[src/c3sram_pkg.sv]
/*
 * Shared definitions for the compute-SRAM subsystem
 * Array geometry, port count and the controller strobe waveform tables
 */

`default_nettype none

package c3sram_pkg;

    // Array geometry
    localparam int NUM_ROWS  = 8;
    localparam int NUM_COLS  = 8;
    localparam int ADDR_W    = 3;

    // Client ports sharing the macro
    localparam int NUM_PORTS = 2;

    // Write waveforms, bit n applies while the phase counter equals n
    localparam logic [3:0] WR_W2B_WAVE  = 4'b1111;
    localparam logic [3:0] WR_NPRE_WAVE = 4'b1111;
    localparam logic [3:0] WR_WL_WAVE   = 4'b0110;

    // Read waveforms
    // Sense enable sits in phase 1 with the wordline still up
    localparam logic [3:0] RD_SAEN_WAVE = 4'b0010;
    localparam logic [3:0] RD_CSEL_WAVE = 4'b1010;
    localparam logic [3:0] RD_NPRE_WAVE = 4'b1110;
    localparam logic [3:0] RD_WL_WAVE   = 4'b0110;

    // Phase counter counts down from here to 0
    localparam logic [1:0] PHASE_START  = 2'd3;

endpackage

`default_nettype wire

[src/c3sram_arbiter.sv]
/*
 * Two-port front end for the macro
 * Four-phase req/ack per port, round-robin grant, start pulse to the
 * controller and per-port read data registers
 */

`timescale 1ns/1ps
`default_nettype none

module c3sram_arbiter (
    input  wire logic                                                  clk,
    input  wire logic                                                  nrst,

    // Client ports
    input  wire logic [c3sram_pkg::NUM_PORTS-1:0]                      req_i,
    input  wire logic [c3sram_pkg::NUM_PORTS-1:0]                      we_i,
    input  wire logic [c3sram_pkg::NUM_PORTS-1:0][c3sram_pkg::ADDR_W-1:0]   addr_i,
    input  wire logic [c3sram_pkg::NUM_PORTS-1:0][c3sram_pkg::NUM_COLS-1:0] wdata_i,
    output logic      [c3sram_pkg::NUM_PORTS-1:0]                      ack_o,
    output logic      [c3sram_pkg::NUM_PORTS-1:0][c3sram_pkg::NUM_COLS-1:0] rdata_o,

    // Controller and macro side
    output logic                                                       write_o,
    output logic                                                       read_o,
    output logic      [c3sram_pkg::ADDR_W-1:0]                         addr_o,
    output logic      [c3sram_pkg::NUM_COLS-1:0]                       wdata_o,
    input  wire logic                                                  ready_i,
    input  wire logic                                                  done_i,
    input  wire logic [c3sram_pkg::NUM_COLS-1:0]                       sense_data_i
);

    import c3sram_pkg::*;

    typedef logic [$clog2(NUM_PORTS)-1:0] port_idx_t;

    typedef enum logic [1:0] {
        A_IDLE,
        A_ISSUE,
        A_BUSY,
        A_ACK
    } arb_state_t;

    arb_state_t               state_q;
    port_idx_t                last_q;
    port_idx_t                port_q;
    logic                     we_q;
    logic [ADDR_W-1:0]        addr_q;
    logic [NUM_COLS-1:0]      wdata_q;

    logic [NUM_PORTS-1:0]     eligible;
    logic                     grant_valid;
    port_idx_t                grant_idx;

    // A port still holding ack waits for its req to fall first
    assign eligible = req_i & ~ack_o;

    // Round-robin search starting after the last served port
    always_comb begin
        port_idx_t cand;
        cand        = last_q;
        grant_valid = 1'b0;
        grant_idx   = last_q;
        for (int i = 1; i <= NUM_PORTS; i++) begin
            cand = port_idx_t'((int'(last_q) + i) % NUM_PORTS);
            if (!grant_valid && eligible[cand]) begin
                grant_valid = 1'b1;
                grant_idx   = cand;
            end
        end
    end

    // Grant sequencing and per-port ack
    always_ff @(posedge clk or negedge nrst) begin
        if (!nrst) begin
            state_q <= A_IDLE;
            last_q  <= '0;
            port_q  <= '0;
            we_q    <= 1'b0;
            ack_o   <= '0;
            rdata_o <= '0;
        end else begin
            // Ack drops once the client has released req
            for (int p = 0; p < NUM_PORTS; p++) begin
                if (ack_o[p] && !req_i[p]) begin
                    ack_o[p] <= 1'b0;
                end
            end
            case (state_q)
                A_IDLE: begin
                    if (grant_valid) begin
                        state_q <= A_ISSUE;
                        port_q  <= grant_idx;
                        last_q  <= grant_idx;
                        we_q    <= we_i[grant_idx];
                    end
                end
                A_ISSUE: begin
                    if (ready_i) begin
                        state_q <= A_BUSY;
                    end
                end
                A_BUSY: begin
                    if (done_i) begin
                        state_q <= A_ACK;
                    end
                end
                A_ACK: begin
                    // Sense latch is valid one edge after done
                    if (!we_q) begin
                        rdata_o[port_q] <= sense_data_i;
                    end
                    ack_o[port_q] <= 1'b1;
                    state_q       <= A_IDLE;
                end
                default: state_q <= A_IDLE;
            endcase
        end
    end

    // Operation payload, held for the whole operation
    always_ff @(posedge clk) begin
        if (state_q == A_IDLE && grant_valid) begin
            addr_q  <= addr_i[grant_idx];
            wdata_q <= wdata_i[grant_idx];
        end
    end

    assign write_o = (state_q == A_ISSUE) && ready_i && we_q;
    assign read_o  = (state_q == A_ISSUE) && ready_i && !we_q;
    assign addr_o  = addr_q;
    assign wdata_o = wdata_q;

    // The client may drop req as soon as it sees ack, so req is checked at the raising edge
    generate
        for (genvar g = 0; g < NUM_PORTS; g++) begin : g_ack_chk
            assert property (@(posedge clk) disable iff (!nrst)
                $rose(ack_o[g]) |-> $past(req_i[g]))
                else $error("ack raised on port %0d without req", g);
        end
    endgenerate

    // Only the granted port can see ack rise
    assert property (@(posedge clk) disable iff (!nrst)
        $onehot0(ack_o & ~$past(ack_o)))
        else $error("more than one ack rose in one cycle");

endmodule

`default_nettype wire

[src/c3sram_macro.sv]
/*
 * Behavioral bitcell array
 * Row storage, write drivers and the sense-amplifier latch
 */

`timescale 1ns/1ps
`default_nettype none

module c3sram_macro (
    input  wire logic                             clk,
    input  wire logic                             nrst,
    input  wire logic                             csel_i,
    input  wire logic                             saen_i,
    input  wire logic                             w2b_i,
    input  wire logic                             nprecharge_i,
    input  wire logic [c3sram_pkg::NUM_ROWS-1:0]  wl_i,
    input  wire logic [c3sram_pkg::NUM_COLS-1:0]  wdata_i,
    output logic      [c3sram_pkg::NUM_COLS-1:0]  sense_data_o
);

    import c3sram_pkg::*;

    logic [NUM_COLS-1:0] mem [NUM_ROWS];
    logic [ADDR_W-1:0]   row_sel;
    logic                wl_active;
    logic [NUM_COLS-1:0] bitline;

    // Wordlines are one-hot, decode to a row index
    always_comb begin
        row_sel = '0;
        for (int r = 0; r < NUM_ROWS; r++) begin
            if (wl_i[r]) begin
                row_sel = ADDR_W'(r);
            end
        end
    end

    assign wl_active = |wl_i;

    // Bitlines sit precharged high unless a row is connected
    assign bitline = (wl_active && nprecharge_i) ? mem[row_sel] : '1;

    // Write drivers overpower the selected cells
    always_ff @(posedge clk) begin
        if (w2b_i && nprecharge_i && wl_active) begin
            mem[row_sel] <= wdata_i;
        end
    end

    // Sense amplifier latch
    always_ff @(posedge clk or negedge nrst) begin
        if (!nrst) begin
            sense_data_o <= '0;
        end else if (saen_i && csel_i) begin
            sense_data_o <= bitline;
        end
    end

    // Sensing an unselected bitline would latch the precharge level
    assert property (@(posedge clk) disable iff (!nrst)
        $rose(saen_i) |-> wl_active)
        else $error("sense enable rose with no wordline active");

endmodule

`default_nettype wire

[src/c3sram_top.sv]
/*
 * Top level of the compute-SRAM subsystem
 * Arbiter, row-access controller and bitcell macro
 */

`timescale 1ns/1ps
`default_nettype none

module c3sram_top (
    input  wire logic                                                  clk,
    input  wire logic                                                  nrst,
    input  wire logic [c3sram_pkg::NUM_PORTS-1:0]                      req_i,
    input  wire logic [c3sram_pkg::NUM_PORTS-1:0]                      we_i,
    input  wire logic [c3sram_pkg::NUM_PORTS-1:0][c3sram_pkg::ADDR_W-1:0]   addr_i,
    input  wire logic [c3sram_pkg::NUM_PORTS-1:0][c3sram_pkg::NUM_COLS-1:0] wdata_i,
    output logic      [c3sram_pkg::NUM_PORTS-1:0]                      ack_o,
    output logic      [c3sram_pkg::NUM_PORTS-1:0][c3sram_pkg::NUM_COLS-1:0] rdata_o
);

    import c3sram_pkg::*;

    // Arbiter to controller
    logic                 write;
    logic                 read;
    logic [ADDR_W-1:0]    row_addr;
    logic                 ready;
    logic                 done;

    // Macro data and strobes
    logic [NUM_COLS-1:0]  wdata;
    logic [NUM_COLS-1:0]  sense_data;
    logic                 csel;
    logic                 saen;
    logic                 w2b;
    logic                 nprecharge;
    logic [NUM_ROWS-1:0]  wl;

    c3sram_arbiter u_arbiter (
        .clk          (clk),
        .nrst         (nrst),
        .req_i        (req_i),
        .we_i         (we_i),
        .addr_i       (addr_i),
        .wdata_i      (wdata_i),
        .ack_o        (ack_o),
        .rdata_o      (rdata_o),
        .write_o      (write),
        .read_o       (read),
        .addr_o       (row_addr),
        .wdata_o      (wdata),
        .ready_i      (ready),
        .done_i       (done),
        .sense_data_i (sense_data)
    );

    wr_controller u_ctrl (
        .clk                 (clk),
        .nrst                (nrst),
        .write_i             (write),
        .read_i              (read),
        .addr_i              (row_addr),
        .done_o              (done),
        .ready_o             (ready),
        .c3sram_csel_o       (csel),
        .c3sram_saen_o       (saen),
        .c3sram_w2b_o        (w2b),
        .c3sram_nprecharge_o (nprecharge),
        .c3sram_wl_o         (wl)
    );

    c3sram_macro u_macro (
        .clk          (clk),
        .nrst         (nrst),
        .csel_i       (csel),
        .saen_i       (saen),
        .w2b_i        (w2b),
        .nprecharge_i (nprecharge),
        .wl_i         (wl),
        .wdata_i      (wdata),
        .sense_data_o (sense_data)
    );

endmodule

`default_nettype wire

[src/wr_controller.sv]
/*
 * Row-access controller for the bitcell macro
 * Idle/writing/reading FSM with a down-counting phase counter that
 * plays the package waveform tables onto the macro strobes
 */

`timescale 1ns/1ps
`default_nettype none

module wr_controller (
    input  wire logic                             clk,
    input  wire logic                             nrst,

    // One-cycle start pulses, only accepted while ready_o is high
    input  wire logic                             write_i,
    input  wire logic                             read_i,
    input  wire logic [c3sram_pkg::ADDR_W-1:0]    addr_i,

    output logic                                  done_o,
    output logic                                  ready_o,

    // Macro strobes
    output logic                                  c3sram_csel_o,
    output logic                                  c3sram_saen_o,
    output logic                                  c3sram_w2b_o,
    output logic                                  c3sram_nprecharge_o,
    output logic [c3sram_pkg::NUM_ROWS-1:0]       c3sram_wl_o
);

    import c3sram_pkg::*;

    typedef enum logic [1:0] {
        S_IDLE,
        S_WRITING,
        S_READING
    } ctrl_state_t;

    ctrl_state_t state_q;
    ctrl_state_t state_d;
    logic [1:0]  phase_q;

    // State register
    always_ff @(posedge clk or negedge nrst) begin
        if (!nrst) begin
            state_q <= S_IDLE;
        end else begin
            state_q <= state_d;
        end
    end

    // Next state
    always_comb begin
        state_d = state_q;
        case (state_q)
            S_IDLE: begin
                if (write_i && !read_i) begin
                    state_d = S_WRITING;
                end else if (read_i && !write_i) begin
                    state_d = S_READING;
                end
            end
            S_WRITING, S_READING: begin
                // Last phase of either operation
                if (phase_q == 2'd0) begin
                    state_d = S_IDLE;
                end
            end
            default: state_d = S_IDLE;
        endcase
    end

    // Phase counter, held at the start value while idle
    always_ff @(posedge clk or negedge nrst) begin
        if (!nrst) begin
            phase_q <= PHASE_START;
        end else if (state_q == S_IDLE || phase_q == 2'd0) begin
            phase_q <= PHASE_START;
        end else begin
            phase_q <= phase_q - 2'd1;
        end
    end

    // Strobes looked up from the waveform tables
    always_comb begin
        c3sram_csel_o       = 1'b0;
        c3sram_saen_o       = 1'b0;
        c3sram_w2b_o        = 1'b0;
        c3sram_nprecharge_o = 1'b0;
        c3sram_wl_o         = '0;
        case (state_q)
            S_WRITING: begin
                c3sram_w2b_o          = WR_W2B_WAVE[phase_q];
                c3sram_nprecharge_o   = WR_NPRE_WAVE[phase_q];
                c3sram_wl_o[addr_i]   = WR_WL_WAVE[phase_q];
            end
            S_READING: begin
                c3sram_csel_o         = RD_CSEL_WAVE[phase_q];
                c3sram_saen_o         = RD_SAEN_WAVE[phase_q];
                c3sram_nprecharge_o   = RD_NPRE_WAVE[phase_q];
                c3sram_wl_o[addr_i]   = RD_WL_WAVE[phase_q];
            end
            default: begin
                c3sram_wl_o = '0;
            end
        endcase
    end

    assign ready_o = (state_q == S_IDLE);

    // Reads finish one phase early, sense data is latched at the end of phase 1
    always_comb begin
        case (state_q)
            S_WRITING: done_o = (phase_q == 2'd0);
            S_READING: done_o = (phase_q == 2'd1);
            default:   done_o = 1'b0;
        endcase
    end

    // Start pulses are mutually exclusive
    assert property (@(posedge clk) disable iff (!nrst)
        !(write_i && read_i))
        else $error("write and read start pulses high together");

    // At most one wordline is ever driven
    assert property (@(posedge clk) disable iff (!nrst)
        $onehot0(c3sram_wl_o))
        else $error("more than one wordline active");

endmodule

`default_nettype wire
[config.mk]
export PLATFORM = sky130hd
export DESIGN_NAME = c3sram_top
export DESIGN_NICKNAME = d
export VERILOG_FILES = /design/src/c3sram_pkg.sv /design/src/c3sram_arbiter.sv /design/src/c3sram_macro.sv /design/src/c3sram_top.sv /design/src/wr_controller.sv
export SDC_FILE = /design/constraint.sdc
export NUM_CORES = 1
export LEC_CHECK = 0
export ABC_AREA = 1
export BUFFER_PORTS_ARGS = -buffer_cell sky130_fd_sc_hd__buf_4
export CAP_MARGIN = 0
export CORE_MARGIN = 2
export CORE_UTILIZATION = 55
export CTS_BUF_LIST = sky130_fd_sc_hd__clkbuf_16
export CTS_CLUSTER_SIZE = 12
export DETAILED_ROUTE_END_ITERATION = 8
export PLACE_DENSITY_LB_ADDON = 0.25
export REMOVE_ABC_BUFFERS = 1
export SLEW_MARGIN = 5
export SYNTH_ARGS = -nofsm -noshare
export SYNTH_HDL_FRONTEND = slang
export SYNTH_HIERARCHICAL = 1
export SYNTH_SLANG_ARGS = --single-unit
[constraint.sdc]
create_clock -name clk -period 5 [get_ports clk]
set_clock_uncertainty 0.1 [all_clocks]
set_input_delay 0.75 -clock clk [delete_from_list [all_inputs] [get_ports clk]]
set_output_delay 0.75 -clock clk [all_outputs]
set_load 0.005 [all_outputs]
# After elaboration in Yosys (flattened, before gate mapping)
# Memory sizes are Yosys's and may differ from the RTL's. A register that Yosys moved wholly into a read port is not among the register bits.
# Index checks and enable logic that the tools add are counted.
# totals
memories	1
mem_bits_rw	64
ff_bits	37
in_bits	28
# memory_table
memory	depth	width	rd	rd_clocked_by_memory_dff	wr	line	text
u_macro.mem	8	8	1	1	1	c3sram_macro.sv:23	logic [NUM_COLS-1:0] mem [NUM_ROWS];
# classes
n_reduce_logical	31
order_cmp	8
n_bitwise	5
addsub	3
n_eq_ne	11
mux	58
# ops
operator	count
$mux W8	4
$mux W1	25
$mux W3	8
$bwmux W16	1
$mux W2	8
$logic_and A1 B1 Y1	14
$bmux W1 S2	5
$and A8 B8 Y8	1
$demux W8 S1	1
$lt A1 B2 Y1 const B	4
$pmux W2 S4	1
$reduce_or A8 Y1	1
$logic_not A1 Y1	7
$eq A2 B1 Y1 const B	3
$eq A2 B2 Y1 const B	3
$logic_not A2 Y1	3
$ne A2 B1 Y1 const B	3
$reduce_and A2 Y1	3
$lt A3 B4 Y1 const B	1
$pmux W1 S2	2
$pmux W2 S2	1
$demux W1 S3	1
$ge A3 B1 Y1 const B	1
$lt A2 B3 Y1 const B	1
other kinds (13)	14

# Logic depth before layout (Yosys ltp)
# depth
ltp_word	13
mapped_depth	16
ltp_nobuf	15

# Cells and area by module
# Netlist, hierarchy kept.
# by_module_without_submodules
mod	cells_each	n_inst	area_per_inst_um2	seq_area_each_um2
c3sram_macro	323	1	3300.7	2122.0
c3sram_arbiter	163	1	1466.4	880.8
wr_controller	57	1	379.1	102.6

# Least setup slack after synthesis
# No wires, ideal clock.
# synth_timing
path_type	register -> register
from	register u_ctrl.phase_q[0]
to	memory u_macro.mem[0][0], enable pin
path_stages_with_launch	13
path_buffers	0
synth_period_minus_slack_ps	2942
setup_time_ps	383
setup_slack_ps	2058
arrival_ps	2459
path_cell_list	dfstp_2 > inv_1 > ha_1 > nand3_1 > nor2_1 > nor2_4 > nand2_4 > nor2_8 > inv_4 > o21ai_4 > nor2_1 > inv_2 > nor3_1
# synth_between
elab_cells_between_ends	22
cone_classes	mux: 18; bitwise: 1; reduce/logical: 3
# synth_rtl
element	line	text
start: declaration	wr_controller.sv:40	logic [1:0] phase_q;
start signal: assignment	wr_controller.sv:79	phase_q <= phase_q - 2'd1;
$bmux W1 S2 (*)	wr_controller.sv:94, wr_controller.sv:100	
$mux W1 (not written as such) (*)	wr_controller.sv:94, wr_controller.sv:100	
$and A8 B8 Y8 (no line) (*)	n/a	
$mux W8 (*)	n/a	
net wl[7]	c3sram_top.sv:36	logic [NUM_ROWS-1:0] wl;
$reduce_or A8 Y1	c3sram_macro.sv:38	assign wl_active = |wl_i;
$logic_and A1 B1 Y1	c3sram_macro.sv:45	if (w2b_i && nprecharge_i && wl_active) begin
$mux W1	c3sram_macro.sv:45	
$mux W1 (not written as such)	c3sram_macro.sv:46	mem[row_sel] <= wdata_i;
end: declaration	c3sram_macro.sv:23	
# Mark *: on every way through the listed nets, which the timed path passes. The rest lies on a longest branch. The select of a mux whose other input is x is not followed.

# Worst setup path after layout
# layout_timing
from	register u_ctrl.phase_q[0]
to	memory u_macro.mem[1][2], enable pin
# The elaborated chain is that of the path after synthesis.

==> results.yml <==
cells_and_area:
  layout.nets: 624
  register_area_sq_um: 3110
  mostFrequentLayoutCell: "nand2_1"
  multi_input_area_sq_um: 1590
  diodes: 0
  final_util_pct: 63.6
  nFillCells: 740
  drive_above_1_share_pct: 14.4
  final_cell_mix: "nand2_1, inv_1, edfxtp_1"
  area_growth_pct: 13.1
clock_tree:
  cts_tree: "yes"
  clock_latency_ps: 350
  cts_root_buffer: "clkbuf_16"
  postCtsSetupBuffers: 0
  cts_buffers: 9
  htree_levels: 3
  clk_path_buf_depth: 2
  clk_pin_slew_worst_paths_ps: 80
  cts_sinks: 109
  hold_buffers: 0
  ctsResizeCount: 0
drt:
  drc: 0
  drt-total-wl_um: 10800
  drtIter0Drc: 369
  wl_per_cell_um: 15.5
  via_per_inst: 5.30
  postRouteAntennaNets: 0
  via_count: 3716
  first_pass_iters: 5
timing:
  tns_ps: 0
  rsz0062_at_grt: "no"
  setup-violations-final: 0
  min_period_over_period_pct: 76.8
  finalMaxSlewViolations: 0
  period_minus_slack_ps: 3840
  hold_violations: 0
  fin_ws_ps: 1160
  relSlewSlack_pct: 21.9
  worst_slew_pin_slew_ps: 1160
  fmax_mhz: 260
setup_path:
  critPathSlowestCell: "nor3_1"
  critPathMaxStageDelay_ps: 1010
  crit_chain: "inv_1 > ha_1 > nand3_1 > nor2_1 > nor2_1 > nand2_2 > nand2_4 > nor3_1"
  crit_type: "reg -> reg"
  r2r_end: "u_macro/mem[1][2]$_DFFE_PP_"
  arrival_ps: 3700
  timing.critical_path.mode_cell: "nor2_1"
  crit_fanout: 33
  cp.required_ps: 4860
  r2r_slack_ps: 1160
  cp_top_family: "simple AND/OR/NAND/NOR gates"
  cp-end-kind: "flip-flop"
  cp-start-kind: "flip-flop"
  path_buf_inv: 1
  r2r_cells: 8
  reg2reg_from: "u_ctrl/phase_q[0]$_DFF_PN1_"
logic_synthesis:
  synth_compound_area_share_pct: 3.23
  synthXorXnorAreaFrac_pct: 0
  synth_top_area_share_pct: 43.8
  yosys.area_share.adder_pct: 2.67
  synth_area_leaders: "edfxtp_1, dfrtp_1, nand2_1"
  ys_types: 25
  synthSimpleGateAreaFrac_pct: 25.0
  synth_area_per_cell_sq_um: 9.48
  synth-seq-cells: 109
  yosysTopAreaCell: "edfxtp_1"
  ys_warn_count: 6
  syn_inst: 543
  synth_mux_area_share_pct: 0
  synth_top_family_by_area: "simple AND/OR/NAND/NOR gates"
  ys_seq_area_share_pct: 60.3
  synth_area_sq_um: 5150
placed_design:
  dp_slack_ps: 1240
  port_buffers: 45
  place_congestion: 0.937
  dp_hpwl_um: 7740
min_path:
  hp-class: "in -> async"
die:
  start_util_pct: 56.2
  die-area_sq_um: 10100
  rows: 35
  die_w_um: 101
  coreArea_sq_um: 9150
  ios: 46
  die_y_um: 101
power:
  leakagePower_nw: 2.66
  ir_drop_uv: 274
  power_density_nw_per_um2: 473
  total_power_mw: 2.75
global_routing:
  track_usage_pct: 23.1
  grt_pass1_vias: 3627
  grt_max_degree: 35
  grt_pass1_wl_um: 17500
  antenna_found_initial: 0
  gr-total-overflow: 0
run_status:
  status: "complete, no violations"
flow_run:
  maxCapViolCount: 0
==> metal layers <==
| layer | GRT usage, % | share of wire, % |
|---|---|---|
| met1 | 31.9 | 43 |
| met2 | 35.2 | 47 |
| met3 | 4.99 | 6.4 |
| met4 | 10.3 | 3.3 |
| met5 | 0 | 0 |
==> registers in the layout, summed over array words and instances (netlist names) <==
name / flops
u_arbiter/wdata_o: 8
u_macro/mem: 64
u_ctrl/state_q: 2
u_arbiter/port_q: 1
u_arbiter/rdata_o: 16
u_macro/sense_data_o: 8
u_arbiter/state_q: 2
u_arbiter/addr_o: 3
u_arbiter/we_q: 1
u_ctrl/phase_q: 2
u_arbiter/ack_o: 2
==> synth_stat cells (all sizes together) <==
| cell type | n |
|---|---|
| or2 | 2 |
| a21oi | 11 |
| ha | 11 |
| nand2 | 150 |
| dfstp | 2 |
| dfrtp | 32 |
| nor2 | 51 |
| nand3 | 61 |
| nand4 | 4 |
| nand3b | 10 |
| o21ai | 20 |
| buf | 14 |
| edfxtp | 75 |
| nor3 | 6 |
| inv | 94 |
==> worst max-delay path by stage <==
| stage | from | cells past startpoint | slack, ps | endpoint |
|---|---|---|---|---|
| finish | u_ctrl/phase_q[0]$_DFF_PN1_ | 8 | 1160 | u_macro/mem[1][2]$_DFFE_PP_ |
| global route | u_ctrl/phase_q[0]$_DFF_PN1_ | 8 | 910 | u_macro/mem[1][2]$_DFFE_PP_ |
| CTS | u_ctrl/phase_q[0]$_DFF_PN1_ | 8 | 1190 | u_macro/mem[1][7]$_DFFE_PP_ |
| detailed placement | u_ctrl/phase_q[0]$_DFF_PN1_ | 8 | 1240 | u_macro/mem[1][0]$_DFFE_PP_ |
| global placement | u_ctrl/phase_q[0]$_DFF_PN1_ | 8 | 1470 | u_macro/mem[1][1]$_DFFE_PP_ |
| floorplan | u_ctrl/phase_q[0]$_DFF_PN1_ | 10 | 1850 | u_macro/mem[2][0]$_DFFE_PP_ |
==> cell type report <==
class                      count  area share (%)
inverter                      94            6.11
tap                          111            2.39
clock inverter                 7            1.16
multi-input combinational    326            27.3
clock buffer                   9            3.87
sequential                   109            53.4
timing repair buffer          45            5.81
==> report_power, final <==
| group | leakage (nW) | internal, mW | switching [mW] |
|---|---|---|---|
| Clock | 0.142 | 0.351 | 0.338 |
| Combinational | 1.38 | 0.257 | 0.472 |
| Sequential | 1.13 | 1.18 | 0.153 |
==> through the flow <==
step                area [sq um]  instances  hold WS [ps]
floorplan                   5050        529           354
global placement            5530        685           367
detailed placement          5530        685           375
CTS                         5820        701           247
global route                5820        701           260
finish                      5820        701           238
==> kinds of logic (layout without fill, tap and decap cells) <==
| group | count (synthesis) | in the layout |
|---|---|---|
| AO/OA/AOI/OAI | 31 | 31 |
| adder cells (fa/ha/maj) | 11 | 11 |
| buffers and inverters | 108 | 155 |
| flip-flops | 109 | 109 |
| AND/OR/NAND/NOR | 284 | 284 |
Note: power is estimated with default switching activity, not from simulation.
